==> config.mk <==
export PLATFORM = sky130hd
export DESIGN_NAME = hazard_check
export DESIGN_NICKNAME = d
export VERILOG_FILES = /design/src/hw/id_pkg.sv /design/src/hw/hazard_check.sv
export SDC_FILE = /design/constraint.sdc
export NUM_CORES = 1
export LEC_CHECK = 0
export BUFFER_PORTS_ARGS = -buffer_cell sky130_fd_sc_hd__buf_2
export CORE_MARGIN = 4
export CORE_UTILIZATION = 43
export DETAILED_ROUTE_END_ITERATION = 6
export GPL_TIMING_DRIVEN = 0
export PLACE_DENSITY = 0.83
export SLEW_MARGIN = 20
export SYNTH_ARGS = -nofsm -noshare
export SYNTH_HDL_FRONTEND = slang
export SYNTH_SLANG_ARGS = --single-unit
==> constraint.sdc <==
create_clock -name vclk -period 1.7
set_input_delay 0.17 -clock vclk [all_inputs]
set_output_delay 0.17 -clock vclk [all_outputs]
set_load 0.01 [all_outputs]
==> src/hw/id_pkg.sv <==
// shared widths, types and encodings of the decode stage, imported by every hw module and the testbench
package id_pkg;

    localparam int xlen       = 64;
    localparam int ilen       = 32;
    localparam int reg_addr_w = 5;
    localparam int num_regs   = 32;

    typedef logic [xlen-1:0]       xlen_t;
    typedef logic [ilen-1:0]       inst_t;
    typedef logic [reg_addr_w-1:0] reg_idx_t;

    // op_none stays at 0 so a cleared slot decodes to nothing
    typedef enum logic [5:0] {
        op_none,
        op_add,
        op_sub,
        op_sll,
        op_slt,
        op_sltu,
        op_xor,
        op_srl,
        op_sra,
        op_or,
        op_and,
        op_addi,
        op_slti,
        op_sltiu,
        op_xori,
        op_ori,
        op_andi,
        op_slli,
        op_srli,
        op_srai,
        op_lb, op_lh, op_lw, op_ld,
        op_lbu, op_lhu, op_lwu,
        op_sb, op_sh, op_sw, op_sd,
        op_beq, op_bne, op_blt,
        op_bge, op_bltu, op_bgeu,
        op_jal,
        op_jalr,
        op_lui,
        op_auipc
    } op_e;

    // encoding as seen by the execute ALU, 5 is unused
    typedef enum logic [7:0] {
        alu_add  = 8'd0,
        alu_sub  = 8'd1,
        alu_slt  = 8'd2,
        alu_sltu = 8'd3,
        alu_and  = 8'd4,
        alu_or   = 8'd6,
        alu_xor  = 8'd7,
        alu_sll  = 8'd8,
        alu_srl  = 8'd9,
        alu_sra  = 8'd10
    } alu_mode_e;

    localparam logic [6:0] opc_op     = 7'b0110011; // reg-reg
    localparam logic [6:0] opc_op_imm = 7'b0010011; // reg-imm
    localparam logic [6:0] opc_load   = 7'b0000011;
    localparam logic [6:0] opc_store  = 7'b0100011;
    localparam logic [6:0] opc_branch = 7'b1100011;
    localparam logic [6:0] opc_jal    = 7'b1101111;
    localparam logic [6:0] opc_jalr   = 7'b1100111;
    localparam logic [6:0] opc_lui    = 7'b0110111;
    localparam logic [6:0] opc_auipc  = 7'b0010111;

endpackage

==> src/hw/hazard_check.sv <==
// scoreboard hazard check, stalls decode while a source register has a write pending
`timescale 1ns/1ps

module hazard_check (
    input  logic                        uses_rs1,
    input  logic                        uses_rs2,
    input  id_pkg::reg_idx_t            rs1,
    input  id_pkg::reg_idx_t            rs2,
    input  logic [id_pkg::num_regs-1:0] gpr_busy,
    output logic                        stall
);

    logic rs1_busy;
    logic rs2_busy;

    // x0 is checked like any other register
    assign rs1_busy = uses_rs1 && gpr_busy[rs1];
    assign rs2_busy = uses_rs2 && gpr_busy[rs2];

    assign stall = rs1_busy || rs2_busy;

    // lui/auipc/jal and illegal words must always pass
    always_comb begin
        if (!uses_rs1 && !uses_rs2) begin
            assert (!stall) else $error("stall without any source in use");
        end
    end

endmodule

==> results.yml <==
global_route:
  antenna_found_initial: 0
  grt_pass1_wl_um: 2560
  grt_max_degree: 9
  grtUsageTotal_pct: 16.6
  overflow: 0
  first_global_vias: 613
die:
  die_w_um: 45.1
  rows: 13
  coreArea_um2: 1300
  die_y_um: 45.1
  die_area_um2: 2040
  start_util_pct: 45.6
  io_pins: 45
route:
  drt_pre_antenna_iters: 2
  num_vias: 602
  drc: 0
  wl_per_cell_um: 16.5
  drt_iter0_drc: 8
  drt_wl_total_um: 1640
  routed_via_density: 6.08
  ant_nets: 0
finish:
  fillCellCount: 115
  n_sequential_cell: 0
  register_area_um2: 0
  clkbuf_count: 0
  fin_util_pct: 62.7
  syn2layout_area_growth_pct: 37.6
  drive_above_1_share_pct: 70.2
  final_nets: 130
  num_antenna_cells: 0
critical_path:
  start_kind: "input port"
  critical_path_class: "input port to output pin"
  path_max_fanout: 8
  crit_path_end_kind: "output pin"
  worstPathArrival_ns: 1.48
  critPathRequiredTime_ns: 1.53
sta:
  timing.final.max_slew_violations: 0
  worst_pin_slew_ns: 0.269
  setup_viol: 0
  fmaxAchievable_mhz: 607
  hold_viol_final: 0
  rsz0062_at_grt: "false"
  fin_hold_ws_ns: 0.698
  slew_headroom_pct: 82.1
  period_minus_slack_ns: 1.65
  tns_ns: 0
  period_share_pct: 97.0
pwr:
  max-vdd-ir-drop_v: 0.000134
  p_per_area_nw_per_um2: 240
  p_leak_nw: 0.373
logic_synthesis:
  yosys_warnings: 0
  ys_seq_area_share_pct: 0
  syn_area_um2: 593
  synth_area_leaders: "mux4_1, mux4_2, mux2i_1, nand2b_1, o221ai_2"
  syn_inst: 43
  netlist.area_leader.share_pct: 35.4
  synth_area_leader_cell: "mux4_1"
  syn_avg_cell_area_um2: 13.8
  synth_cell_types: 21
  syn_nets: 87
job:
  drv_cap: 0
place:
  gp_congestion: 0.769
  port-buffer-count: 41
  dp_hpwl_um: 1470
outcome:
  status: "finished clean"
clock_tree:
  cts_setup_buffers: 0
worst_hold_path:
  hp-class: "input port to output pin"
==> Yosys cell counts <==
master and n:
or2_2 2, nand3_1 2, o2111a_1 1, buf_6 1
a31oi_1 1, mux4_2 8, a221oi_1 1, mux2_2 1
and2_1 1, mux4_1 8, nand2b_1 3, o221ai_2 1
buf_4 1, clkbuf_1 2, inv_1 2, mux2i_1 3
o2bb2ai_1 1, nand3b_1 1, o211ai_1 1, o22ai_1 1
o22a_1 1
==> where the power goes <==
| part | total [mW] | switching [mW] | internal (mW) |
|---|---|---|---|
| Combinational | 0.195 | 0.0735 | 0.122 |
| Clock | 0 | 0 | 0 |
| Sequential | 0 | 0 | 0 |
==> per-stage QoR <==
step,cell area (µm²),power (mW),setup WS [ns],cells
floorplan,593,0.118,0.178,43
global placement,817,0.188,-0.00617,99
detailed placement,817,0.193,-0.00916,99
CTS,811,0.195,0.0243,99
global route,816,0.211,0.00982,99
finish,816,0.195,0.0515,99
==> layout make-up <==
class                      instances  area [µm²]  area share [%]
inverter                           2        7.51           0.920
buffer                             4        32.5            3.99
tap                               15        18.8            2.30
multi-input combinational         37         552            67.6
timing repair buffer              41         205            25.2
==> routing by layer <==
layer	up-vias	share of wire (%)	global-route usage [%]
met1	284	40	21.8
met5	-	0	0
met2	27	50	29.1
met3	4	7.9	1.59
met4	0	1.7	4.09
li1	287	-	-
==> critical path, stage by stage <==
cell       delay (ns)
buf_6            0.13
mux4_2           0.51
mux2_2           0.29
o221ai_2         0.14
o2bb2ai_1        0.10
buf_2            0.14
==> cells by family (layout without fill, tap and decap cells) <==
logic type | count (synthesis) | in the layout | synth area share [%]
compound gates | 8 | 8 | 12.2
buf+inv | 6 | 47 | 5.70
mux | 20 | 20 | 72.8
simple gates | 9 | 9 | 9.28
==> timing repair <==
action / CTS / global route
setup endpoints to repair: 1 / 1
hold buffers: 0 / 0
gates resized for setup: 3 / 3
==> placed cells by master, fill, tap and decap left out <==
cell type / netlist / final
buf_2: 0 / 41
mux4_2: 8 / 10
mux4_1: 8 / 6
nand2b_1: 3 / 3
mux2i_1: 3 / 3
buf_6: 1 / 2
clkbuf_2: 0 / 2
or2_2: 2 / 2
inv_1: 2 / 2
nand3_1: 2 / 2
o22ai_1: 1 / 1
and2_1: 1 / 1
a221oi_1: 1 / 1
a31oi_1: 1 / 1
o211ai_1: 1 / 1
o22a_1: 1 / 1
mux2_2: 1 / 1
o221ai_2: 1 / 1
nand3b_1: 1 / 1
o2111a_1: 1 / 1
o2bb2ai_1: 1 / 1
==> worst paths after layout <==
check                 from  endpoint  slack (ns)  depth (start not counted)
hold / removal    uses_rs2     stall        0.70                          4
setup / recovery    rs2[0]     stall        0.05                          6
(Power assumes the default switching activity.)
