--- src/hw/id_pkg.sv ---
// shared widths, types and encodings of the decode stage, imported by every hw module and the testbench
package id_pkg;

    localparam int xlen       = 64;
    localparam int ilen       = 32;
    localparam int reg_addr_w = 5;
    localparam int num_regs   = 32;

    typedef logic [xlen-1:0]       xlen_t;
    typedef logic [ilen-1:0]       inst_t;
    typedef logic [reg_addr_w-1:0] reg_idx_t;

    // op_none stays at 0 so a cleared slot decodes to nothing
    typedef enum logic [5:0] {
        op_none,
        op_add,
        op_sub,
        op_sll,
        op_slt,
        op_sltu,
        op_xor,
        op_srl,
        op_sra,
        op_or,
        op_and,
        op_addi,
        op_slti,
        op_sltiu,
        op_xori,
        op_ori,
        op_andi,
        op_slli,
        op_srli,
        op_srai,
        op_lb, op_lh, op_lw, op_ld,
        op_lbu, op_lhu, op_lwu,
        op_sb, op_sh, op_sw, op_sd,
        op_beq, op_bne, op_blt,
        op_bge, op_bltu, op_bgeu,
        op_jal,
        op_jalr,
        op_lui,
        op_auipc
    } op_e;

    // encoding as seen by the execute ALU, 5 is unused
    typedef enum logic [7:0] {
        alu_add  = 8'd0,
        alu_sub  = 8'd1,
        alu_slt  = 8'd2,
        alu_sltu = 8'd3,
        alu_and  = 8'd4,
        alu_or   = 8'd6,
        alu_xor  = 8'd7,
        alu_sll  = 8'd8,
        alu_srl  = 8'd9,
        alu_sra  = 8'd10
    } alu_mode_e;

    localparam logic [6:0] opc_op     = 7'b0110011; // reg-reg
    localparam logic [6:0] opc_op_imm = 7'b0010011; // reg-imm
    localparam logic [6:0] opc_load   = 7'b0000011;
    localparam logic [6:0] opc_store  = 7'b0100011;
    localparam logic [6:0] opc_branch = 7'b1100011;
    localparam logic [6:0] opc_jal    = 7'b1101111;
    localparam logic [6:0] opc_jalr   = 7'b1100111;
    localparam logic [6:0] opc_lui    = 7'b0110111;
    localparam logic [6:0] opc_auipc  = 7'b0010111;

endpackage

--- src/hw/operand_mux.sv ---
// operand and ALU-mode selector, picks the execute operands and write enable per operation
`timescale 1ns/1ps

module operand_mux (
    input  id_pkg::op_e       op,
    input  id_pkg::xlen_t     src1,
    input  id_pkg::xlen_t     src2_val,
    input  id_pkg::xlen_t     pc,
    input  id_pkg::xlen_t     imm_i,
    input  id_pkg::xlen_t     imm_s,
    input  id_pkg::xlen_t     imm_u,
    input  id_pkg::xlen_t     imm_j,
    input  logic [5:0]        shamt,
    output id_pkg::xlen_t     alu_a,
    output id_pkg::xlen_t     alu_b,
    output id_pkg::alu_mode_e alu_mode,
    output logic              wen
);
    import id_pkg::*;

    xlen_t shamt_ext;
    xlen_t src2_shamt;
    logic  is_store;
    logic  is_branch;

    assign shamt_ext  = {{(xlen-6){1'b0}}, shamt};
    assign src2_shamt = {{(xlen-6){1'b0}}, src2_val[5:0]}; // reg shifts use low 6 bits

    assign is_store  = op inside {op_sb, op_sh, op_sw, op_sd};
    assign is_branch = op inside {op_beq, op_bne, op_blt, op_bge, op_bltu, op_bgeu};

    always_comb begin
        case (op)
            op_none:          alu_a = '0;
            op_lui:           alu_a = imm_u;
            op_auipc, op_jal: alu_a = pc;
            default:          alu_a = src1;
        endcase
    end

    always_comb begin
        case (op)
            op_add, op_sub, op_slt, op_sltu,
            op_xor, op_or, op_and:          alu_b = src2_val;
            op_sll, op_srl, op_sra:         alu_b = src2_shamt;
            op_slli, op_srli, op_srai:      alu_b = shamt_ext;
            op_addi, op_slti, op_sltiu,
            op_xori, op_ori, op_andi,
            op_lb, op_lh, op_lw, op_ld,
            op_lbu, op_lhu, op_lwu,
            op_jalr:                        alu_b = imm_i;
            op_sb, op_sh, op_sw, op_sd:     alu_b = imm_s;
            op_beq, op_bne, op_blt,
            op_bge, op_bltu, op_bgeu:       alu_b = src2_val; // compare by subtract
            op_auipc:                       alu_b = imm_u;
            op_jal:                         alu_b = imm_j;
            default:                        alu_b = '0; // lui and none
        endcase
    end

    always_comb begin
        case (op)
            op_sub:            alu_mode = alu_sub;
            op_slt, op_slti:   alu_mode = alu_slt;
            op_sltu, op_sltiu: alu_mode = alu_sltu;
            op_and, op_andi:   alu_mode = alu_and;
            op_or, op_ori:     alu_mode = alu_or;
            op_xor, op_xori:   alu_mode = alu_xor;
            op_sll, op_slli:   alu_mode = alu_sll;
            op_srl, op_srli:   alu_mode = alu_srl;
            op_sra, op_srai:   alu_mode = alu_sra;
            default:           alu_mode = is_branch ? alu_sub : alu_add;
        endcase
    end

    assign wen = (op != op_none) && !is_store && !is_branch;

    always_comb begin
        if (is_store || is_branch) begin
            assert (!wen) else $error("register write on store or branch");
        end
    end

endmodule

--- config.mk ---
export PLATFORM = sky130hd
export DESIGN_NAME = operand_mux
export DESIGN_NICKNAME = d
export VERILOG_FILES = /design/src/hw/id_pkg.sv /design/src/hw/operand_mux.sv
export SDC_FILE = /design/constraint.sdc
export NUM_CORES = 1
export LEC_CHECK = 0
export BUFFER_PORTS_ARGS = -buffer_cell sky130_fd_sc_hd__buf_4
export CAP_MARGIN = 20
export CORE_AREA = 3 3 234 236
export DETAILED_ROUTE_END_ITERATION = 12
export DIE_AREA = 0 0 237 239
export PLACE_DENSITY = 0.3
export RECOVER_POWER = 50
export SLEW_MARGIN = 25
export SYNTH_ARGS = -nofsm -noshare
export SYNTH_HDL_FRONTEND = slang
export SYNTH_SLANG_ARGS = --single-unit
--- constraint.sdc ---
create_clock -name vclk -period 3
set_input_delay 0.6 -clock vclk [all_inputs]
set_output_delay 0.6 -clock vclk [all_outputs]
set_load 0.01 [all_outputs]
==> impl_metrics.yaml <==
placed_design:
  place.gp.congestion: 0.859
  port_buffers: 593
  place_inst: 1820
  placed_area_sq_um: 9700
  hpwl_mm: 34.6
yosys:
  synth_area_sq_um: 4080
  synth_top_family_by_area: "compound AO/OA/AOI/OAI gates"
  synthDistinctLibCells: 55
  yosysTopAreaCell: "a221o_1"
  postSynthCellCount: 554
  avgSynthCellArea_sq_um: 7.37
  ys_seq_area_frac: 0
  synthAdderAreaFrac: 0
  synthTopCellsByCount: "inv_1 (126), a221o_1 (70), o21a_1 (64)"
  yosys_warnings: 0
  synth.top_cells.by_area: "a221o_1 (17%), a222oi_1 (14%), o21a_1 (12%)"
  synth_top_cell_area_share: 0.172
  synth_xor_area_frac: 0.00429
  yosys.area_share.simple: 0.0821
  synth_compound_area_frac: 0.681
  synth_most_common_cell: "inv_1"
  synthMuxAreaShare: 0.00276
routing:
  drtIter0Drc: 458
  wl_mm: 40.2
  ant_nets: 0
  drt-wirelength-per-cell_um: 22.1
  drc: 0
  vias: 7463
  vias_per_cell: 4.10
  firstDrtPassIters: 6
timing:
  setup_violations: 0
  tns_ns: 0
  report.final.slew_viol_count: 0
  fin_crit_ns: 2.95
  worst_pin_slew_ns: 0.530
  clock.fmax_mhz: 339
  rsz0062_at_grt: "no"
  fin_crit_sh: 0.982
  finalHoldViolations: 0
  relSlewSlack: 0.647
global_route:
  antenna_found_initial: 3
  first_global_vias: 7999
  grt_overflow_total: 0
  grtUsageTotal: 0.128
  grt_max_degree: 47
  grt_pass1_wl_mm: 54.4
power:
  powerDensity_nw_per_um2: 144
  power_leakage_nw: 4.61
  ir_drop_v: 0.0000443
layout:
  layout-drive-gt1-share: 0.572
  final_util: 0.181
  nFlopsAndLatches: 0
  multi_input_area_sq_um: 3190
  fillCellCount: 6085
  final_nets: 1594
  regArea_sq_um: 0
  clockBufferCount: 0
  syn_to_final_growth_pct: 133
  layoutNonFillerInstCount: 1821
  fin_area_sq_um: 9510
worst_hold_path:
  hp-class: "input port to primary output"
floorplanning:
  core_sq_um: 52700
  placement_rows: 84
  die_x_um: 237
  dieArea_sq_um: 56600
  start_util: 0.0775
  die_h_um: 239
  io_pins: 597
worst_setup_path:
  cp-start-kind: "input port"
  worst-endpoint-arrival_ns: 2.35
  cp_max_fo: 18
  crit_type: "input port to primary output"
  worstPathRequired_ns: 2.40
  crit_path_end_kind: "primary output"
clocking:
  cts_setup_buffers: 0
job:
  drv_cap: 0
outcome:
  status: "finished, final reports clean"
## worst max-delay path, cell delays in order
cell and delay [ns]:
buf_4 0.14, buf_4 0.19, inv_1 0.08, or3_1 0.39, o22a_4 0.24, buf_12 0.17, o221ai_1 0.33, buf_4 0.19
## per-stage QoR
stage                     setup WS, ns  hold WS [ns]  total power, mW
after global placement          0.0490          1.51             1.44
after detailed placement        0.0189          1.51             1.43
after global routing          0.000772          1.52             1.46
after CTS                       0.0154          1.51             1.43
after floorplan                  0.423          1.34            0.476
final                           0.0542          1.51             1.37
## kinds of logic after synthesis
kind of cell / Yosys count
other cells: 1
compound gates: 298
buf+inv: 204
mux: 1
xor+xnor: 2
simple gates: 48
## layout make-up
| class | instances | share of cell area |
|---|---|---|
| repair buffers | 653 | 0.525 |
| inverters | 126 | 0.0497 |
| diodes | 1 | 0.000263 |
| multi-input cells | 353 | 0.335 |
| well taps | 688 | 0.0905 |
## timing repair
action,in CTS,in global routing
resized for setup,0,2
hold buffers,0,0
setup endpoints to repair,0,7
## layer usage
layer	vias up	track usage	part of all wire
met5	-	0	0
met4	0	0.0262	0.024
met3	31	0.0265	0.082
met2	460	0.253	0.53
met1	3539	0.139	0.36
li1	3433	-	-
## final timing paths
path | endpoint | depth (start not counted) | start | slack (ns)
hold / removal | alu_a[13] | 3 | src1[13] | 1.51
setup / recovery | alu_b[42] | 8 | op[4] | 0.05
## cells in the final DEF (no fill, tap or decap), types with 2 or more instances in the layout
cell and count:
a211oi_1 3, a21oi_1 5, a221o_1 70, a222oi_1 58
a31oi_1 2, a32o_1 2, a32oi_1 2, and3b_1 2
buf_12 19, buf_4 588, buf_6 2, clkbuf_1 41
clkbuf_2 2, conb_1 4, inv_1 126, nand2_1 7
nand2b_1 6, nand3_1 6, nand3b_1 2, nor2_1 5
nor2b_1 4, nor3_1 2, nor3_4 2, nor4b_2 2
o2111ai_1 6, o211ai_1 12, o21a_1 64, o21ai_0 2
o221ai_1 38, o221ai_2 20, or3_1 2, xor2_1 2
## report_power, final
group | internal (mW) | switching, mW
registers | 0 | 0
clock network | 0.0000000446 | 0
logic | 0.767 | 0.600
total | 0.767 | 0.600
Power figures use the tool's default switching activity.
