===== config.mk =====
export PLATFORM = sky130hd
export DESIGN_NAME = id_stage_reg
export DESIGN_NICKNAME = d
export VERILOG_FILES = /design/src/hw/id_pkg.sv /design/src/hw/id_stage_reg.sv
export SDC_FILE = /design/constraint.sdc
export NUM_CORES = 1
export LEC_CHECK = 0
export BUFFER_PORTS_ARGS = -buffer_cell sky130_fd_sc_hd__clkbuf_2
export CAP_MARGIN = 10
export CORE_ASPECT_RATIO = 1.2
export CORE_MARGIN = 2
export CORE_UTILIZATION = 43
export DETAILED_ROUTE_END_ITERATION = 8
export PLACE_DENSITY = 0.83
export SLEW_MARGIN = 10
export SYNTH_ARGS = -nofsm -noshare
export SYNTH_HDL_FRONTEND = slang
export SYNTH_SLANG_ARGS = --single-unit

===== constraint.sdc =====
create_clock -name clk -period 1.1 [get_ports clk]
set_input_delay 0.165 -clock clk [delete_from_list [all_inputs] [get_ports clk]]
set_output_delay 0.165 -clock clk [all_outputs]
set_load 0.03 [all_outputs]

===== src/hw/id_pkg.sv =====
// shared widths, types and encodings of the decode stage, imported by every hw module and the testbench
package id_pkg;

    localparam int xlen       = 64;
    localparam int ilen       = 32;
    localparam int reg_addr_w = 5;
    localparam int num_regs   = 32;

    typedef logic [xlen-1:0]       xlen_t;
    typedef logic [ilen-1:0]       inst_t;
    typedef logic [reg_addr_w-1:0] reg_idx_t;

    // op_none stays at 0 so a cleared slot decodes to nothing
    typedef enum logic [5:0] {
        op_none,
        op_add,
        op_sub,
        op_sll,
        op_slt,
        op_sltu,
        op_xor,
        op_srl,
        op_sra,
        op_or,
        op_and,
        op_addi,
        op_slti,
        op_sltiu,
        op_xori,
        op_ori,
        op_andi,
        op_slli,
        op_srli,
        op_srai,
        op_lb, op_lh, op_lw, op_ld,
        op_lbu, op_lhu, op_lwu,
        op_sb, op_sh, op_sw, op_sd,
        op_beq, op_bne, op_blt,
        op_bge, op_bltu, op_bgeu,
        op_jal,
        op_jalr,
        op_lui,
        op_auipc
    } op_e;

    // encoding as seen by the execute ALU, 5 is unused
    typedef enum logic [7:0] {
        alu_add  = 8'd0,
        alu_sub  = 8'd1,
        alu_slt  = 8'd2,
        alu_sltu = 8'd3,
        alu_and  = 8'd4,
        alu_or   = 8'd6,
        alu_xor  = 8'd7,
        alu_sll  = 8'd8,
        alu_srl  = 8'd9,
        alu_sra  = 8'd10
    } alu_mode_e;

    localparam logic [6:0] opc_op     = 7'b0110011; // reg-reg
    localparam logic [6:0] opc_op_imm = 7'b0010011; // reg-imm
    localparam logic [6:0] opc_load   = 7'b0000011;
    localparam logic [6:0] opc_store  = 7'b0100011;
    localparam logic [6:0] opc_branch = 7'b1100011;
    localparam logic [6:0] opc_jal    = 7'b1101111;
    localparam logic [6:0] opc_jalr   = 7'b1100111;
    localparam logic [6:0] opc_lui    = 7'b0110111;
    localparam logic [6:0] opc_auipc  = 7'b0010111;

endpackage


===== src/hw/id_stage_reg.sv =====
// fetch-to-decode holding register, loads every cycle and holds while the hazard check stalls
`timescale 1ns/1ps

module id_stage_reg (
    input  logic          clk,
    input  logic          rst,
    input  logic          hold,
    input  logic          valid_in,
    input  id_pkg::xlen_t pc_in,
    input  id_pkg::inst_t inst_in,
    output logic          reg_valid,
    output id_pkg::xlen_t reg_pc,
    output id_pkg::inst_t reg_inst
);

    always_ff @(posedge clk) begin
        if (rst) begin
            reg_valid <= 1'b0;
            reg_pc    <= '0;
            reg_inst  <= '0;
        end else if (!hold) begin
            reg_valid <= valid_in; // taken whatever fetch presents
            reg_pc    <= pc_in;
            reg_inst  <= inst_in;
        end
    end

    // a stalled instruction waits unchanged until its sources are free
    hold_keeps_slot: assert property (
        @(posedge clk) disable iff (rst)
        hold |=> $stable({reg_valid, reg_pc, reg_inst})
    ) else $error("decode slot changed while held");

endmodule


==> metrics.txt, run 1 <==
hold-fix buffers at CTS=0; setup TNS=0 ns; core area=7710 µm²; routed wire length=7890 µm; yosys warns=0; Placed Area=4490 µm²; critical path class=flop to output pin; Synth Flop Type=dfxtp_1; final hold vios=0; post-route insts no fill=604; TritonCTS clock tree=yes; drt drc=0; slowest stage delay, CP=0.36 ns; Post-Layout Inst Area=4830 µm²; DR vias=2823; vias per std cell=4.67; Chip Width=85.6 µm; clock buffer count from CTS=9; initial antenna violation count=0; CP startpoint kind=flop; share of cells above drive strength 1=0.434; Avg Cell Area, Syn=11.0 µm²; fin crit share=0.962; final worst slack=0.0417 ns; Post-Syn Area=3440 µm²; Peak Freq=945 MHz; Max clock buf depth=2; Hold/Removal Path Class=input pin to flop; Max VDD drop=0.00102 V; critical path buffer and inverter count=1; Yosys top cell area share=0.565; NumNets Final=607; asr flop ratio synth=0; Slew headroom=0.829; outcome=completed; Die ar.=8720 µm²; antenna-violating nets left=0; largest net degree at the start of global routing=61; final total power=7.58 mW; Setup Viol. Count Final=0; DR iter-0 viols=60; final hold slack=0.0434 ns; Crit Path Max Fanout=2; slowest CP cell=dfxtp_1; Initial Utilization=0.446; most frequent cells after synthesis=dfxtp_1 (97), mux2i_1 (97), nor2_1 (97); port bufs=196; DR pass1 iterations=4; Die Ht=102 µm; GP Congestion=0.789; post-synthesis net count=413; cell family with the largest share of critical-path delay=flip-flops; max cap viols=0; first-pass GRT wire length=12000 µm; Post-Route Utilization=0.627; clock root cell=clkbuf_8; fin crit period=1.06 ns; Max H-tree Level=3; cell accounting for the most synthesized area=dfxtp_1; clk_skew=0 ns; Setup WS pre-CTS=0.0367 ns; Global Route Usage Sum=0.173; clock sinks=97; CP Cell Sequence=clkbuf_4; Synth Register Bits=97; Remaining Overflow, GRT=0; Crit. End Element=output pin; WL/cell=13.1 µm; sequential share of the synthesized area=0.565; Post-DP HPWL=5940 µm; vias in the first global route=2753; Data arrival, critical path=0.89 ns; diode count=0; largest cells by area after synthesis=dfxtp_1 (57%), mux2i_1 (28%), nor2_1 (11%); pwr/cell area=1570 nW/µm²; Clock transition at path regs=0.10 ns; Worst EP required=0.94 ns; Layout area overhead=40.7%; Slew @ Worst Pin=0.256 ns; Post-synth EDFFs=0; I/O pins=197; Post-Synthesis Cells=313; Clock Latency Late Sink=0.33 ns; Row Count=35; Slew Limit Fails=0; leakage power=2.62 nW; synth unique cells=7; Placed Cells=588
==> placed cells by master, fill, tap and decap left out, drive strengths merged <==
master / n
mux2i: 97
clkinv: 2
nor2: 97
dfxtp: 97
buf: 74
inv: 2
clkbuf: 142
bufinv: 1
==> cell type report <==
cell class	count	area [µm²]
repair buffers	205	1230
well taps	92	115
flip-flops and latches	97	1940
fillers	639	2870
clock buffers	11	151
multi-input cells	194	1340
clock inverters	5	61.3
==> state kept, by name (all words and copies together) (netlist names) <==
name and cells:
reg_inst 32, reg_pc 64, reg_valid 1
==> worst reg2reg max path: stages (launching register included) <==
cell,delay (ns)
dfxtp_1,0.33
mux2i_1,0.17
nor2_1,0.05
==> report_power, final <==
group	switching, mW	internal (mW)	leakage, nW
combinational	0.810	0.561	1.71
clock	1.19	1.19	0.110
sequential	0.106	3.72	0.802
==> logic make-up (layout without fill, tap and decap cells) <==
group	count (synthesis)	after routing	share of synthesized area
flip-flops	97	97	0.565
buffers and inverters	22	221	0.0462
multiplexers	97	97	0.283
AND/OR/NAND/NOR	97	97	0.106
==> metal layers <==
layer / wire [µm] / up-vias / global-route usage
met1: 3070 / 1270 / 0.191
met5: 0 / - / 0
met3: 724 / 9 / 0.0646
li1: - / 1415 / -
met2: 3970 / 129 / 0.306
met4: 114 / 0 / 0.0574
==> repair_timing <==
| item | in CTS | in global routing |
|---|---|---|
| buffers inserted | 0 | 0 |
| endpoints found under the setup margin | 6 | 82 |
| resized for setup | 7 | 148 |
==> final timing paths <==
kind,startpoint,endpoint,slack [ns],cells after the start
min,valid_in,reg_valid,0.04,3
max reg2reg,reg_pc[5],reg_pc[5],0.44,2
min reg2reg,reg_pc[59],reg_pc[59],0.50,2
max,reg_inst[7],reg_inst[7],0.04,1
Note: power is estimated with default switching activity, not from simulation.
==> run 2, diff against run 1 <==
--- a/config.mk
+++ b/config.mk
@@ -11,6 +11,8 @@
 export CORE_MARGIN = 2
 export CORE_UTILIZATION = 43
 export DETAILED_ROUTE_END_ITERATION = 8
+export GPL_ROUTABILITY_DRIVEN = 0
+export GPL_TIMING_DRIVEN = 0
 export PLACE_DENSITY = 0.83
 export SLEW_MARGIN = 10
 export SYNTH_ARGS = -nofsm -noshare
==> metrics.txt, run 2 (synthesis results as in run 1) <==
vias per std cell=4.69 (+0.44%); post-route insts no fill=615 (+1.8%); max cap viols=0 (unchanged); vias in the first global route=2910 (+5.7%); clock sinks=97 (unchanged); slowest stage delay, CP=0.36 ns (about the same); Clock Latency Late Sink=0.35 ns (+0.02 ns); Setup WS pre-CTS=-0.115 ns (-0.152 ns); Clock transition at path regs=0.09 ns (about the same); cell family with the largest share of critical-path delay=flip-flops; Filler Cell Count=604 (-5.5%); Row Count=35 (unchanged); Placed Cells=599 (+1.9%); Max VDD drop=0.000853 V (-17%); hold-fix buffers at CTS=0 (unchanged); Crit. End Element=output pin; Max clock buf depth=2 (unchanged); met3 WL=731 µm (+0.97%); Data arrival, critical path=0.92 ns (+0.03 ns); Setup Viol. Count Final=0 (unchanged); WL met1=3240 µm (+5.2%); Post-DP HPWL=6550 µm (+10%); most frequent cells in the layout=clkbuf_2 (105), mux2i_1 (97), nor2_1 (97); DR iter-0 viols=71 (+18%); CP Cell Sequence=buf_2; fin crit share=0.989 (+0.0270); largest registers=reg_pc: 64 flops, reg_inst: 32 flops, reg_valid: 1 flops; Remaining Overflow, GRT=0 (unchanged); Die ar.=8720 µm² (unchanged); DR top layer=met4; most common cell after layout, fill and taps aside=clkbuf_2; Peak Freq=919 MHz (-2.7%); Die Ht=102 µm (unchanged); max reg flops=64 (unchanged); Initial Utilization=0.446 (unchanged); outcome=completed; Slew @ Worst Pin=0.582 ns (+0.325 ns); routed wire length=8600 µm (+9.0%); Global Route Usage Sum=0.194 (+0.0207); Worst EP required=0.94 ns (about the same); initial antenna violation count=0 (unchanged); WL/cell=14.0 µm (+7.1%); Chip Width=85.6 µm (unchanged); Slew headroom=0.612 (-0.217); first-pass GRT wire length=13300 µm (+10%); TritonCTS clock tree=yes; Largest Register=reg_pc; Max H-tree Level=3 (unchanged); Hold/Removal Path Class=input pin to flop; slowest CP cell=dfxtp_1; largest net degree at the start of global routing=17 (-72%); clock root cell=clkbuf_8; drt drc=0 (unchanged); DR pass1 iterations=4 (unchanged); clk_skew=0 ns (unchanged); Layout area overhead=42.9%; Slew Limit Fails=0 (unchanged); fin crit period=1.09 ns (+0.0297 ns); core area=7710 µm² (unchanged); clock buffer count from CTS=9 (unchanged); DR vias=2887 (+2.3%); final hold vios=0 (unchanged); share of cells above drive strength 1=0.430 (-0.00338); leakage power=2.64 nW (+0.53%); Crit Path Max Fanout=2 (unchanged); port bufs=194 (-1.0%); antenna-violating nets left=0 (unchanged); pwr/cell area=1510 nW/µm² (-3.6%); critical path buffer and inverter count=1 (unchanged); diode count=0 (unchanged); NumNets Final=618 (+1.8%); Routed met2 length=4490 µm (+13%); final worst slack=0.0120 ns (-0.0297 ns); CP startpoint kind=flop; I/O pins=197 (unchanged); critical path class=flop to output pin; Setup Buffers After CTS=0 (unchanged)
[run 2: cell types whose count changed in the layout (fill, tap and decap cells not counted), moves of 4 or more]
cell,previous run,this run
clkbuf_8,12,17
buf_4,34,44
clkbuf_1,0,9
clkbuf_2,111,105
buf_8,0,4
buf_2,36,28
buf_12,4,0
[run 2: timing repair]
item / CTS / global route
resized for setup: 37 / 130
gates cloned: 0 / 0
pin swaps: 0 / 0
setup endpoints to repair: 30 / 78
[run 2: routing by layer]
metal / GRT usage / vias to the layer above
li1: - / 1435
met1: 0.204 / 1304
met2: 0.358 / 135
met3: 0.0630 / 13
met4: 0.0733 / 0
met5: 0 / -
[run 2: final timing paths]
path,from,end,slack [ns],cells after the start
worst min-delay path,pc_in[45],reg_pc[45],0.03,3
worst max register to register,reg_pc[10],reg_pc[10],0.43,2
worst max-delay path,reg_pc[10],reg_pc[10],0.01,1
worst min register to register,reg_inst[7],reg_inst[7],0.50,2
[run 2: metrics by stage]
stage	TNS [ns]	utilization	cell area (µm²)	hold WS (ns)	total power [mW]
global placement	-1.76	0.587	4520	0.394	5.20
detailed placement	-2.58	0.587	4520	0.403	5.25
finish	0	0.637	4910	0.0345	7.42
global route	-0.0114	0.637	4910	0.0257	7.75
floorplan	0	-	3440	0.309	4.76
CTS	0	0.626	4830	0.0165	7.46
[run 2: cell type report]
type / instances / area [µm²] / share of cell area
Buffer: 22 / 159 / 0.0324
Clock buffer: 11 / 151 / 0.0308
Clock inverter: 5 / 38.8 / 0.00790
Multi-Input combinational cell: 194 / 1340 / 0.272
Sequential cell: 97 / 1940 / 0.396
Tap cell: 92 / 115 / 0.0234
Timing Repair Buffer: 194 / 1170 / 0.238
[run 2: report_power, final]
| group | leakage, nW | switching (mW) | internal [mW] |
|---|---|---|---|
| clock | 0.0959 | 1.22 | 0.958 |
| combinational | 1.74 | 0.823 | 0.590 |
| sequential | 0.802 | 0.113 | 3.72 |
==> run 3, diff against run 2 <==
--- a/config.mk
+++ b/config.mk
@@ -14,6 +14,7 @@
 export GPL_ROUTABILITY_DRIVEN = 0
 export GPL_TIMING_DRIVEN = 0
 export PLACE_DENSITY = 0.83
+export RECOVER_POWER = 50
 export SLEW_MARGIN = 10
 export SYNTH_ARGS = -nofsm -noshare
 export SYNTH_HDL_FRONTEND = slang
==> metrics.txt, run 3 (synthesis results as in run 1) <==
outcome=completed; slowest CP cell=dfxtp_1; clock buffer count from CTS=9 (unchanged); cell family with the largest share of critical-path delay=flip-flops; initial antenna violation count=0 (unchanged); Hold/Removal Path Class=input pin to flop; routed wire length=8600 µm (about the same); Crit Path Max Fanout=2 (unchanged); Largest Register=reg_pc; final hold vios=0 (unchanged); vias per std cell=4.69 (about the same); max cap viols=0 (unchanged); first-pass GRT wire length=13300 µm (unchanged); NumNets Final=618 (unchanged); share of cells above drive strength 1=0.430 (unchanged); Max H-tree Level=3 (unchanged); diode count=0 (unchanged); I/O pins=197 (unchanged); TritonCTS clock tree=yes; WL/cell=14.0 µm (about the same); drt drc=0 (unchanged); Setup Buffers After CTS=0 (unchanged); Row Count=35 (unchanged); Peak Freq=919 MHz (unchanged); Post-DP HPWL=6550 µm (unchanged); Slew @ Worst Pin=0.595 ns (+0.0130 ns); largest registers=reg_pc: 64 flops, reg_inst: 32 flops, reg_valid: 1 flops; Layout area overhead=42.9% (about the same); Post-Layout Inst Area=4910 µm² (about the same); hold-fix buffers at CTS=0 (unchanged); most common cell after layout, fill and taps aside=clkbuf_2; largest net degree at the start of global routing=17 (unchanged); CP Cell Sequence=buf_2; slowest stage delay, CP=0.36 ns (about the same); setup TNS=0 ns (unchanged); CP startpoint kind=flop; Setup WS pre-CTS=-0.115 ns (unchanged); leakage power=2.64 nW (about the same); max reg flops=64 (unchanged); fin crit share=0.989 (unchanged); most frequent cells in the layout=clkbuf_2 (106), mux2i_1 (97), nor2_1 (97); Slew headroom=0.603 (-0.00870); Clock transition at path regs=0.09 ns (about the same); DR iter-0 viols=71 (unchanged); clock sinks=97 (unchanged); Die ar.=8720 µm² (unchanged); Setup Viol. Count Final=0 (unchanged); Placed Area=4520 µm² (unchanged); core area=7710 µm² (unchanged); critical path class=flop to output pin; Slew Limit Fails=0 (unchanged); Clock Latency Late Sink=0.35 ns (about the same); Remaining Overflow, GRT=0 (unchanged); Data arrival, critical path=0.92 ns (about the same); Global Route Usage Sum=0.194 (unchanged); Initial Utilization=0.446 (unchanged); final worst slack=0.0120 ns (unchanged); final total power=7.42 mW (about the same); Die Ht=102 µm (unchanged); vias in the first global route=2910 (unchanged); Worst EP required=0.94 ns (about the same); fin crit period=1.09 ns (unchanged); critical path buffer and inverter count=1 (unchanged); Max clock buf depth=2 (unchanged); DR vias=2886 (-0.035%); Max VDD drop=0.000853 V (about the same); Crit. End Element=output pin; clk_skew=0 ns (unchanged); Chip Width=85.6 µm (unchanged); pwr/cell area=1510 nW/µm² (about the same); antenna-violating nets left=0 (unchanged); DR pass1 iterations=4 (unchanged); port bufs=194 (unchanged); clock root cell=clkbuf_8
[run 3: cell count changes in the layout (fill, tap and decap cells not counted)]
cell      before  now
clkbuf_2     105  106
buf_4         44   43
[run 3: worst reg2reg max path: cells and delay by family, from the launching register on]
family,cells,cell delay [ns]
flops,1,0.33
mux,1,0.16
simple gates,1,0.06
[run 3: what timing repair did]
item | in CTS | in global routing
setup endpoints to repair | 30 | 78
resized for setup | 37 | 130
hold endpoints to repair | 0 | 0
[run 3: cell type report]
class                      count  area [µm²]
buffer                        22         156
clock buffer                  11         151
clock inverter                 5        38.8
fill                         605        2800
multi-input combinational    194        1340
sequential                    97        1940
tap                           92         115
timing repair buffer         194        1170
[run 3: path summary, 6_finish.rpt]
path | startpoint | endpoint | slack (ns) | depth (start not counted)
setup / recovery | reg_pc[10] | reg_pc[10] | 0.01 | 1
hold / removal | pc_in[45] | reg_pc[45] | 0.03 | 3
setup reg to reg | reg_pc[10] | reg_pc[10] | 0.43 | 2
hold reg to reg | reg_inst[7] | reg_inst[7] | 0.50 | 2
[run 3: through the flow]
step / hold WS [ns] / std cells / util
after floorplan: 0.309 / 313 / -
after global placement: 0.394 / 599 / 0.587
after detailed placement: 0.403 / 599 / 0.587
after CTS: 0.0165 / 615 / 0.626
after global routing: 0.0257 / 615 / 0.637
final: 0.0345 / 615 / 0.637
[run 3: report_power, final]
part,total (mW),internal (mW),leakage [nW],switching [mW]
Combinational,1.41,0.589,1.74,0.823
Sequential,3.83,3.72,0.802,0.113
Clock,2.18,0.958,0.0959,1.22
[run 3: metal layers]
layer	global-route usage	share of wire	wire [µm]	vias up
met5	0	0	0	-
met4	0.0733	0.016	141	0
met3	0.0630	0.081	700	13
met2	0.358	0.52	4490	132
met1	0.204	0.38	3270	1306
li1	-	-	-	1435
