### src/hw/id_pkg.sv
// shared widths, types and encodings of the decode stage, imported by every hw module and the testbench
package id_pkg;

    localparam int xlen       = 64;
    localparam int ilen       = 32;
    localparam int reg_addr_w = 5;
    localparam int num_regs   = 32;

    typedef logic [xlen-1:0]       xlen_t;
    typedef logic [ilen-1:0]       inst_t;
    typedef logic [reg_addr_w-1:0] reg_idx_t;

    // op_none stays at 0 so a cleared slot decodes to nothing
    typedef enum logic [5:0] {
        op_none,
        op_add,
        op_sub,
        op_sll,
        op_slt,
        op_sltu,
        op_xor,
        op_srl,
        op_sra,
        op_or,
        op_and,
        op_addi,
        op_slti,
        op_sltiu,
        op_xori,
        op_ori,
        op_andi,
        op_slli,
        op_srli,
        op_srai,
        op_lb, op_lh, op_lw, op_ld,
        op_lbu, op_lhu, op_lwu,
        op_sb, op_sh, op_sw, op_sd,
        op_beq, op_bne, op_blt,
        op_bge, op_bltu, op_bgeu,
        op_jal,
        op_jalr,
        op_lui,
        op_auipc
    } op_e;

    // encoding as seen by the execute ALU, 5 is unused
    typedef enum logic [7:0] {
        alu_add  = 8'd0,
        alu_sub  = 8'd1,
        alu_slt  = 8'd2,
        alu_sltu = 8'd3,
        alu_and  = 8'd4,
        alu_or   = 8'd6,
        alu_xor  = 8'd7,
        alu_sll  = 8'd8,
        alu_srl  = 8'd9,
        alu_sra  = 8'd10
    } alu_mode_e;

    localparam logic [6:0] opc_op     = 7'b0110011; // reg-reg
    localparam logic [6:0] opc_op_imm = 7'b0010011; // reg-imm
    localparam logic [6:0] opc_load   = 7'b0000011;
    localparam logic [6:0] opc_store  = 7'b0100011;
    localparam logic [6:0] opc_branch = 7'b1100011;
    localparam logic [6:0] opc_jal    = 7'b1101111;
    localparam logic [6:0] opc_jalr   = 7'b1100111;
    localparam logic [6:0] opc_lui    = 7'b0110111;
    localparam logic [6:0] opc_auipc  = 7'b0010111;

endpackage

### src/hw/inst_decoder.sv
// instruction decoder, maps an RV64I word to one operation plus register fields and source usage
`timescale 1ns/1ps

module inst_decoder (
    input  id_pkg::inst_t    inst,
    output id_pkg::op_e      op,
    output id_pkg::reg_idx_t rd,
    output id_pkg::reg_idx_t rs1,
    output id_pkg::reg_idx_t rs2,
    output logic             uses_rs1,
    output logic             uses_rs2
);
    import id_pkg::*;

    logic [6:0] opcode;
    logic [2:0] funct3;
    logic [6:0] funct7;
    logic [5:0] funct6;

    assign opcode = inst[6:0];
    assign funct3 = inst[14:12];
    assign funct7 = inst[31:25];
    assign funct6 = inst[31:26]; // rv64 shifts use 6-bit shamt

    assign rd  = inst[11:7];
    assign rs1 = inst[19:15];
    assign rs2 = inst[24:20];

    always_comb begin
        op = op_none;
        case (opcode)
            opc_op: begin
                case ({funct7, funct3})
                    10'b0000000_000: op = op_add;
                    10'b0100000_000: op = op_sub;
                    10'b0000000_001: op = op_sll;
                    10'b0000000_010: op = op_slt;
                    10'b0000000_011: op = op_sltu;
                    10'b0000000_100: op = op_xor;
                    10'b0000000_101: op = op_srl;
                    10'b0100000_101: op = op_sra;
                    10'b0000000_110: op = op_or;
                    10'b0000000_111: op = op_and;
                    default:         op = op_none; // incl. mul/div
                endcase
            end
            opc_op_imm: begin
                case ({funct6, funct3})
                    9'b000000_001: op = op_slli;
                    9'b000000_101: op = op_srli;
                    9'b010000_101: op = op_srai;
                    default: begin
                        case (funct3)
                            3'b000:  op = op_addi;
                            3'b010:  op = op_slti;
                            3'b011:  op = op_sltiu;
                            3'b100:  op = op_xori;
                            3'b110:  op = op_ori;
                            3'b111:  op = op_andi;
                            default: op = op_none; // bad shift funct6
                        endcase
                    end
                endcase
            end
            opc_load: begin
                case (funct3)
                    3'b000:  op = op_lb;
                    3'b001:  op = op_lh;
                    3'b010:  op = op_lw;
                    3'b011:  op = op_ld;
                    3'b100:  op = op_lbu;
                    3'b101:  op = op_lhu;
                    3'b110:  op = op_lwu;
                    default: op = op_none;
                endcase
            end
            opc_store: begin
                case (funct3)
                    3'b000:  op = op_sb;
                    3'b001:  op = op_sh;
                    3'b010:  op = op_sw;
                    3'b011:  op = op_sd;
                    default: op = op_none;
                endcase
            end
            opc_branch: begin
                case (funct3)
                    3'b000:  op = op_beq;
                    3'b001:  op = op_bne;
                    3'b100:  op = op_blt;
                    3'b101:  op = op_bge;
                    3'b110:  op = op_bltu;
                    3'b111:  op = op_bgeu;
                    default: op = op_none;
                endcase
            end
            opc_jalr:  op = (funct3 == 3'b000) ? op_jalr : op_none;
            opc_jal:   op = op_jal;
            opc_lui:   op = op_lui;
            opc_auipc: op = op_auipc;
            default:   op = op_none;
        endcase
    end

    assign uses_rs1 = !(op inside {op_none, op_lui, op_auipc, op_jal});
    assign uses_rs2 = (op != op_none) && (opcode inside {opc_op, opc_store, opc_branch});

endmodule

### config.mk
export PLATFORM = sky130hd
export DESIGN_NAME = inst_decoder
export DESIGN_NICKNAME = d
export VERILOG_FILES = /design/src/hw/id_pkg.sv /design/src/hw/inst_decoder.sv
export SDC_FILE = /design/constraint.sdc
export NUM_CORES = 1
export LEC_CHECK = 0
export ABC_AREA = 0
export BUFFER_PORTS_ARGS = -buffer_cell sky130_fd_sc_hd__buf_4
export CAP_MARGIN = 20
export CORE_ASPECT_RATIO = 1.25
export CORE_MARGIN = 1
export CORE_UTILIZATION = 45
export DETAILED_ROUTE_END_ITERATION = 16
export PLACE_DENSITY_LB_ADDON = 0.15
export SLEW_MARGIN = 15
export SYNTH_ARGS = -nofsm -noshare
export SYNTH_HDL_FRONTEND = slang
export SYNTH_SLANG_ARGS = --single-unit
### constraint.sdc
create_clock -name vclk -period 3.2
set_clock_uncertainty 0.2 [all_clocks]
set_input_delay 0.64 -clock vclk [all_inputs]
set_output_delay 0.64 -clock vclk [all_outputs]
set_load 0.02 [all_outputs]
==> out/results.tsv, run 1 <==
metric	value	unit
critPathArrivalTime	2.32	ns
final_area	1200	µm²
nClkBuffers	0	
synth_cell_type_count	46	
dp_hpwl	1930	µm
finalCritPeriodShare	98.6	%
placement_rows	16	
cts_hold_buf	0	
setup_viol	0	
status	finished, final reports clean	
layout.nets	181	
gr-total-overflow	0	
wl_per_cell	16.4	µm
cp_slowest_cell	or3b_4	
cp-start-kind	input port	
layout.cells.most_common	buf_4	
max_freq	317	MHz
synth_compound_area_share	28.2	%
start_util	50.0	%
multiInputGateArea	701	µm²
cp-end-kind	output port	
place_area	955	µm²
leakage	0.562	nW
grt_pass1_wl	3810	µm
yosysSeqAreaShare	0	%
synthMuxAreaShare	4.94	%
synth-xor-area-share	2.16	%
die-width	40.0	µm
layout.area.seq	0	µm²
worstSetupPathType	in2out	
postSynthAreaPerCell	6.43	µm²
area_growth_syn_to_layout	48.0	%
yosysTopAreaCell	buf_4	
yosysWarnings	0	
layout_common_cells	buf_4, nand2_1, o21ai_0	
worstPathCellList	buf_12 -> and4bb_2 -> nand4_4 -> o31ai_2 -> a211o_1 -> or3b_4 -> nor4_4 -> a21oi_1 -> buf_4	
rsz0062_at_grt	true	
tightest_slew	0.392	ns
track_usage	25.5	%
syn_inst	126	
synth.area.top_cells	buf_4, nand2_1, o21ai_0	
critical-path-max-stage-delay	0.41	ns
hp-class	in2out	
final_util	74.0	%
grt_pass1_vias	906	
synthesis.area	811	µm²
vdd_drop_max	0.0696	mV
hold_ws	1.08	ns
routed_via_density	6.24	
drt_iter0_markers	35	
grt_max_degree	16	
portBuffers	25	
nFlopsAndLatches	0	
cap_viol_max_count	0	
synth_fa_ha_area_share	0	%
synthesis.nets	158	
worst-path-max-fanout	8	
synth-simple-area-share	42.0	%
diodes	0	
ant_nets	0	
core-area	1620	µm²
hold_violations	0	
drc	0	
first_pass_iters	4	
fin_cells	165	
dp.cells	157	
fill_cells	123	
slew_headroom	73.2	%
dieArea	1980	µm²
die_y	49.5	µm
pre_cts_slack	0.0103	ns
dr_total_vias	1030	
power_density	109	nW/µm²
cp.required	2.36	ns
slew_viol_final	0	
grt_antenna_before_repair	0	
power	131	µW
period_needed	3.16	ns
setup_slack	0.0434	ns
routed_wl	2710	µm
setup_tns	0	ns
io_pins	55	
gp_congestion	1.00	
synth_top_family_by_area	simple AND/OR/NAND/NOR gates	
drive_above_1_share	46.3	%
synth_top_area_share	14.8	%
==> power breakdown <==
group / internal (mW) / switching [mW] / total, mW
Sequential: 0 / 0 / 0
Clock: 0 / 0 / 0
Combinational: 0.0703 / 0.0602 / 0.131
==> synthesized netlist by cell type, types with 2 or more instances <==
cell       instances
clkbuf_4           2
o21ai_0            9
buf_2              5
nor2b_1            4
a2111oi_0          2
a21oi_1            8
nand2b_1           2
inv_1              4
nor3_1             6
o31ai_1            2
nand2_1           16
buf_4             16
or3b_1             2
nand3_1            5
a211oi_1           3
nor2_1             7
mux2i_1            4
==> layer usage <==
layer | part of all wire, % | wire length, µm | up-vias | GRT usage [%]
met5 | 0 | 0 | - | 0
met4 | 2.0 | 54 | 0 | 5.17
met3 | 4.5 | 122 | 6 | 1.35
met2 | 53 | 1440 | 43 | 46.0
met1 | 40 | 1090 | 494 | 31.0
li1 | - | - | 487 | -
==> worst max-delay path, delay by kind of cell <==
family,cells,cell delay (ns)
and+or+nand+nor,4,1.00
AOI/OAI and AO/OA,3,0.40
buffers and inverters,2,0.27
==> path summary, 6_finish.rpt <==
path,start,endpoint,slack [ns],cells after the start
worst max-delay path,inst[5],uses_rs1,0.04,9
worst min-delay path,inst[7],rd[0],1.08,0
==> final cells by class <==
| type | count | share of cell area (%) |
|---|---|---|
| tap | 18 | 1.88 |
| multi-input combinational | 97 | 58.4 |
| timing repair buffer | 46 | 38.5 |
| inverter | 4 | 1.25 |
==> cell families after synthesis <==
logic type      Yosys count
simple gates             56
compound gates           35
buf+inv                  29
mux                       4
xor+xnor                  2
==> repair_timing <==
| action | in CTS | in global routing |
|---|---|---|
| buffers inserted | 0 | 6 |
| gates cloned | 0 | 2 |
| setup endpoints to repair | 1 | 2 |
| resized for setup | 1 | 33 |
| pin swaps | 0 | 14 |
Note: power is estimated with default switching activity, not from simulation.
==> inputs of run 2 (changes only) <==
--- a/config.mk
+++ b/config.mk
@@ -6,12 +6,13 @@
 export NUM_CORES = 1
 export LEC_CHECK = 0
 export ABC_AREA = 0
-export BUFFER_PORTS_ARGS = -buffer_cell sky130_fd_sc_hd__buf_4
 export CAP_MARGIN = 20
 export CORE_ASPECT_RATIO = 1.25
 export CORE_MARGIN = 1
 export CORE_UTILIZATION = 45
 export DETAILED_ROUTE_END_ITERATION = 16
+export DONT_BUFFER_PORTS = 1
+export GPL_TIMING_DRIVEN = 0
 export PLACE_DENSITY_LB_ADDON = 0.15
 export SLEW_MARGIN = 15
 export SYNTH_ARGS = -nofsm -noshare
==> out/results.tsv, run 2 (synthesized netlist as in run 1, its figures left out) <==
metric	value	unit	change
routed_wl	2580	µm	-4.8%
setup_tns	0	ns	unchanged
start_util	50.0	%	unchanged
max_freq	317	MHz	about the same
cap_viol_max_count	0		unchanged
grt_antenna_before_repair	0		unchanged
grt_pass1_vias	920		+1.5%
drive_above_1_share	40.9	%	-5.3 points
vdd_drop_max	0.0655	mV	-5.9%
cp.required	2.36	ns	about the same
fill_cells	148		+20%
grt_pass1_wl	4020	µm	+5.4%
nFlopsAndLatches	0		unchanged
status	finished, final reports clean		
setup_viol	0		unchanged
rsz0062_at_grt	true		
cp-end-kind	output port		
hold_violations	0		unchanged
layout.area.seq	0	µm²	unchanged
leakage	0.450	nW	-20%
finalCritPeriodShare	98.7	%	about the same
die_y	49.5	µm	unchanged
placement_rows	16		unchanged
drc	0		unchanged
hold_ws	1.19	ns	+0.113 ns
final_area	1030	µm²	-14%
slew_headroom	68.2	%	-5.0 points
cp-start-kind	input port		
power_density	118	nW/µm²	+8.6%
gr-total-overflow	0		unchanged
power	122	µW	-6.4%
dp_hpwl	1800	µm	-6.5%
crit_start	inst[14]		
layout_common_cells	buf_4, nand2_1, o21ai_0		
dieArea	1980	µm²	unchanged
io_pins	55		unchanged
diodes	0		unchanged
place_area	838	µm²	-12%
worst-path-max-fanout	10		+2
dr_total_vias	983		-4.6%
die-width	40.0	µm	unchanged
final_util	63.8	%	-10 points
portBuffers	0		-100%
wl_per_cell	17.2	µm	+4.8%
layout.cells.most_common	buf_4		
drt_iter0_markers	36		+2.9%
setup.worst_path.end	uses_rs2		
tightest_slew	0.477	ns	+0.0851 ns
gp_congestion	0.885		-12%
critPathArrivalTime	2.32	ns	about the same
grt_max_degree	11		-5
nClkBuffers	0		unchanged
track_usage	27.7	%	+2.2 points
slew_viol_final	0		unchanged
core-area	1620	µm²	unchanged
area_growth_syn_to_layout	27.6	%	
layout.nets	166		-8.3%
period_needed	3.16	ns	+0.00242 ns
ant_nets	0		unchanged
routed_via_density	6.55		+5.0%
first_pass_iters	4		unchanged
cts_hold_buf	0		unchanged
hp-class	in2out		
worstSetupPathType	in2out		
run 2: per-stage QoR:
step	instances	worst slack, ns
2_1_floorplan	126	0.0609
3_3_place_gp	144	-0.112
3_5_place_dp	144	-0.187
4_1_cts	150	-0.0745
5_1_grt	150	-0.0895
6_report	150	0.0410
run 2: worst max-delay path, cell delays in order:
cell and delay [ns]:
clkbuf_8 0.14, buf_2 0.20, nand2_1 0.10, a2111oi_1 0.41, o21ai_0 0.21, nand3_2 0.23
nor4_4 0.10, a211oi_4 0.29
run 2: worst min-delay path by stage:
stage	depth (start not counted)	from	endpoint
2_1_floorplan	1	inst[7]	rd[0]
3_3_place_gp	1	inst[19]	rs1[4]
3_5_place_dp	1	inst[7]	rd[0]
4_1_cts	1	inst[7]	rd[0]
5_1_grt	1	inst[24]	rs2[4]
6_report	1	inst[7]	rd[0]
run 2: final cells by class:
| type | instances | area (µm²) | share of cell area (%) |
|---|---|---|---|
| multi-input combinational | 97 | 726 | 70.1 |
| tap | 18 | 22.5 | 2.18 |
| buffer | 25 | 226 | 21.9 |
| inverter | 4 | 15.0 | 1.45 |
| timing repair buffer | 6 | 45.0 | 4.35 |
run 2: routing by layer:
| layer | vias to the layer above | global-route usage [%] | wire length (µm) |
|---|---|---|---|
| li1 | 456 | - | - |
| met1 | 439 | 35.4 | 928 |
| met2 | 78 | 46.8 | 1340 |
| met3 | 10 | 1.35 | 213 |
| met4 | 0 | 8.62 | 105 |
| met5 | - | 0 | 0 |
run 2: timing repair:
item / 4_1_cts / 5_1_grt
pin swaps: 8 / 9
setup buffers: 6 / 0
setup endpoints to repair: 2 / 2
resized for setup: 28 / 6
run 2: power by group:
group          total [mW]  switching (mW)  internal, mW
clock                   0               0             0
sequential              0               0             0
combinational       0.122          0.0674        0.0548
==> inputs of run 3 (changes only) <==
==> constraint.sdc (replaced) <==
create_clock -name vclk -period 2.69
set_clock_uncertainty 0.2 [all_clocks]
set_input_delay 0.538 -clock vclk [all_inputs]
set_output_delay 0.538 -clock vclk [all_outputs]
set_load 0.02 [all_outputs]
==> out/results.tsv, run 3 (synthesized netlist as in run 1, its figures left out) <==
metric	value	unit	change
dp_hpwl	1740	µm	-3.2%
pwr-share-comb	100.0	%	about the same
finalCritPeriodShare	108	%	
cp.required	1.95	ns	-0.41 ns
dp.cells	144		unchanged
status	complete, but fails checks		
die_y	49.5	µm	unchanged
power_density	140	nW/µm²	+18%
io_pins	55		unchanged
critPathArrivalTime	2.17	ns	-0.15 ns
gp_congestion	0.909		+2.7%
violations	setup timing		
hold_start	inst[8]		
grt_max_degree	11		unchanged
fill_cells	142		-4.1%
cp_slowest_cell	or3b_1		
first_pass_iters	4		unchanged
track_usage	26.5	%	-1.2 points
leakage	0.466	nW	+3.4%
setup_slack	-0.217	ns	-0.258 ns
nFlopsAndLatches	0		unchanged
pre_cts_slack	-0.369	ns	-0.182 ns
rsz0062_at_grt	true		
crit_start	inst[2]		
setup.worst_path.end	uses_rs2		
worstPathCellList	and4bb_4 -> nand4_4 -> or3b_1 -> nand3_4 -> or3b_4 -> nor4_4 -> a211oi_4		
fin_cells	152		+1.3%
dr_total_vias	992		+0.92%
placement_rows	16		unchanged
wl_per_cell	16.9	µm	-1.6%
cp-end-kind	output port		
final_util	65.5	%	+1.7 points
layout.area.seq	0	µm²	unchanged
critical-path-max-stage-delay	0.43	ns	+0.02 ns
cp-start-kind	input port		
slew_headroom	70.4	%	+2.2 points
drc	0		unchanged
area_growth_syn_to_layout	31.0	%	
gr-total-overflow	0		unchanged
layout_common_cells	buf_4, nand2_1, o21ai_0		
drt_iter0_markers	43		+19%
switchingPower	80.9	µW	+20%
layout.cells.most_common	buf_4		
seqPwrFrac	0	%	unchanged
ant_nets	0		unchanged
hp-class	in2out		
nClkBuffers	0		unchanged
multiInputGateArea	728	µm²	+0.34%
internal-power	67.5	µW	+23%
layout.nets	168		+1.2%
core-area	1620	µm²	unchanged
place_area	881	µm²	+5.1%
swShare	54.5	%	-0.64 points
cts_hold_buf	0		unchanged
diodes	0		unchanged
clockPowerShare	0	%	unchanged
slew_viol_final	0		unchanged
max_freq	344	MHz	
final_area	1060	µm²	+2.7%
portBuffers	0		unchanged
worstSetupPathType	in2out		
worst-path-max-fanout	8		-2
routed_via_density	6.53		-0.41%
vdd_drop_max	0.0847	mV	+29%
cap_viol_max_count	0		unchanged
grt_pass1_wl	3880	µm	-3.4%
die-width	40.0	µm	unchanged
tightest_slew	0.441	ns	-0.0362 ns
drive_above_1_share	41.8	%	+0.88 points
start_util	50.0	%	unchanged
routed_wl	2570	µm	-0.31%
period_needed	2.91	ns	
dieArea	1980	µm²	unchanged
grt_antenna_before_repair	0		unchanged
setup_viol	2		+2
grt_pass1_vias	902		-2.0%
hold_violations	0		unchanged
-- run 3: critical path: cells and delay by family --
family | cells | cell delay [ns]
simple gates | 6 | 1.29
compound gates | 1 | 0.34
-- run 3: cell type report --
cell class,instances,share of cell area (%)
Timing Repair Buffer,8,5.65
Inverter,4,1.41
Multi-Input combinational cell,97,68.6
Tap cell,18,2.12
Buffer,25,22.3
-- run 3: per-layer routing --
| metal | routed length [µm] | up-vias | global-route usage, % | part of all wire [%] |
|---|---|---|---|---|
| met4 | 59 | 0 | 7.47 | 2.3 |
| met1 | 948 | 453 | 32.7 | 37 |
| met2 | 1340 | 72 | 44.9 | 52 |
| met5 | 0 | - | 0 | 0 |
| li1 | - | 459 | - | - |
| met3 | 220 | 8 | 3.60 | 8.6 |
-- run 3: through the flow --
stage          hold WS [ns]  TNS [ns]  total power [mW]
2_1_floorplan         0.989    -0.311             0.108
3_3_place_gp          0.990    -0.723             0.121
3_5_place_dp          0.990    -0.636             0.122
4_1_cts               0.990    -0.405             0.142
5_1_grt               0.990    -0.540             0.157
6_report              0.990    -0.433             0.148
-- run 3: worst min path at each step --
stage | endpoint | slack, ns | cells past startpoint
2_1_floorplan | rd[0] | 0.99 | 1
3_3_place_gp | rs1[3] | 0.99 | 1
3_5_place_dp | rd[0] | 0.99 | 1
4_1_cts | rd[0] | 0.99 | 1
5_1_grt | rs2[3] | 0.99 | 1
6_report | rd[1] | 0.99 | 1
-- run 3: power groups by stage --
stage | sequential, mW | clock [mW] | combinational [mW]
after floorplan | 0 | 0 | 0.108
after detailed placement | 0 | 0 | 0.122
after CTS | 0 | 0 | 0.142
final | 0 | 0 | 0.148
after global routing | 0 | 0 | 0.157
after global placement | 0 | 0 | 0.121
-- run 3: timing repair --
item,4_1_cts,5_1_grt
buffers inserted,7,1
pin swaps,0,5
setup endpoints to repair,2,2
gates resized for setup,19,7
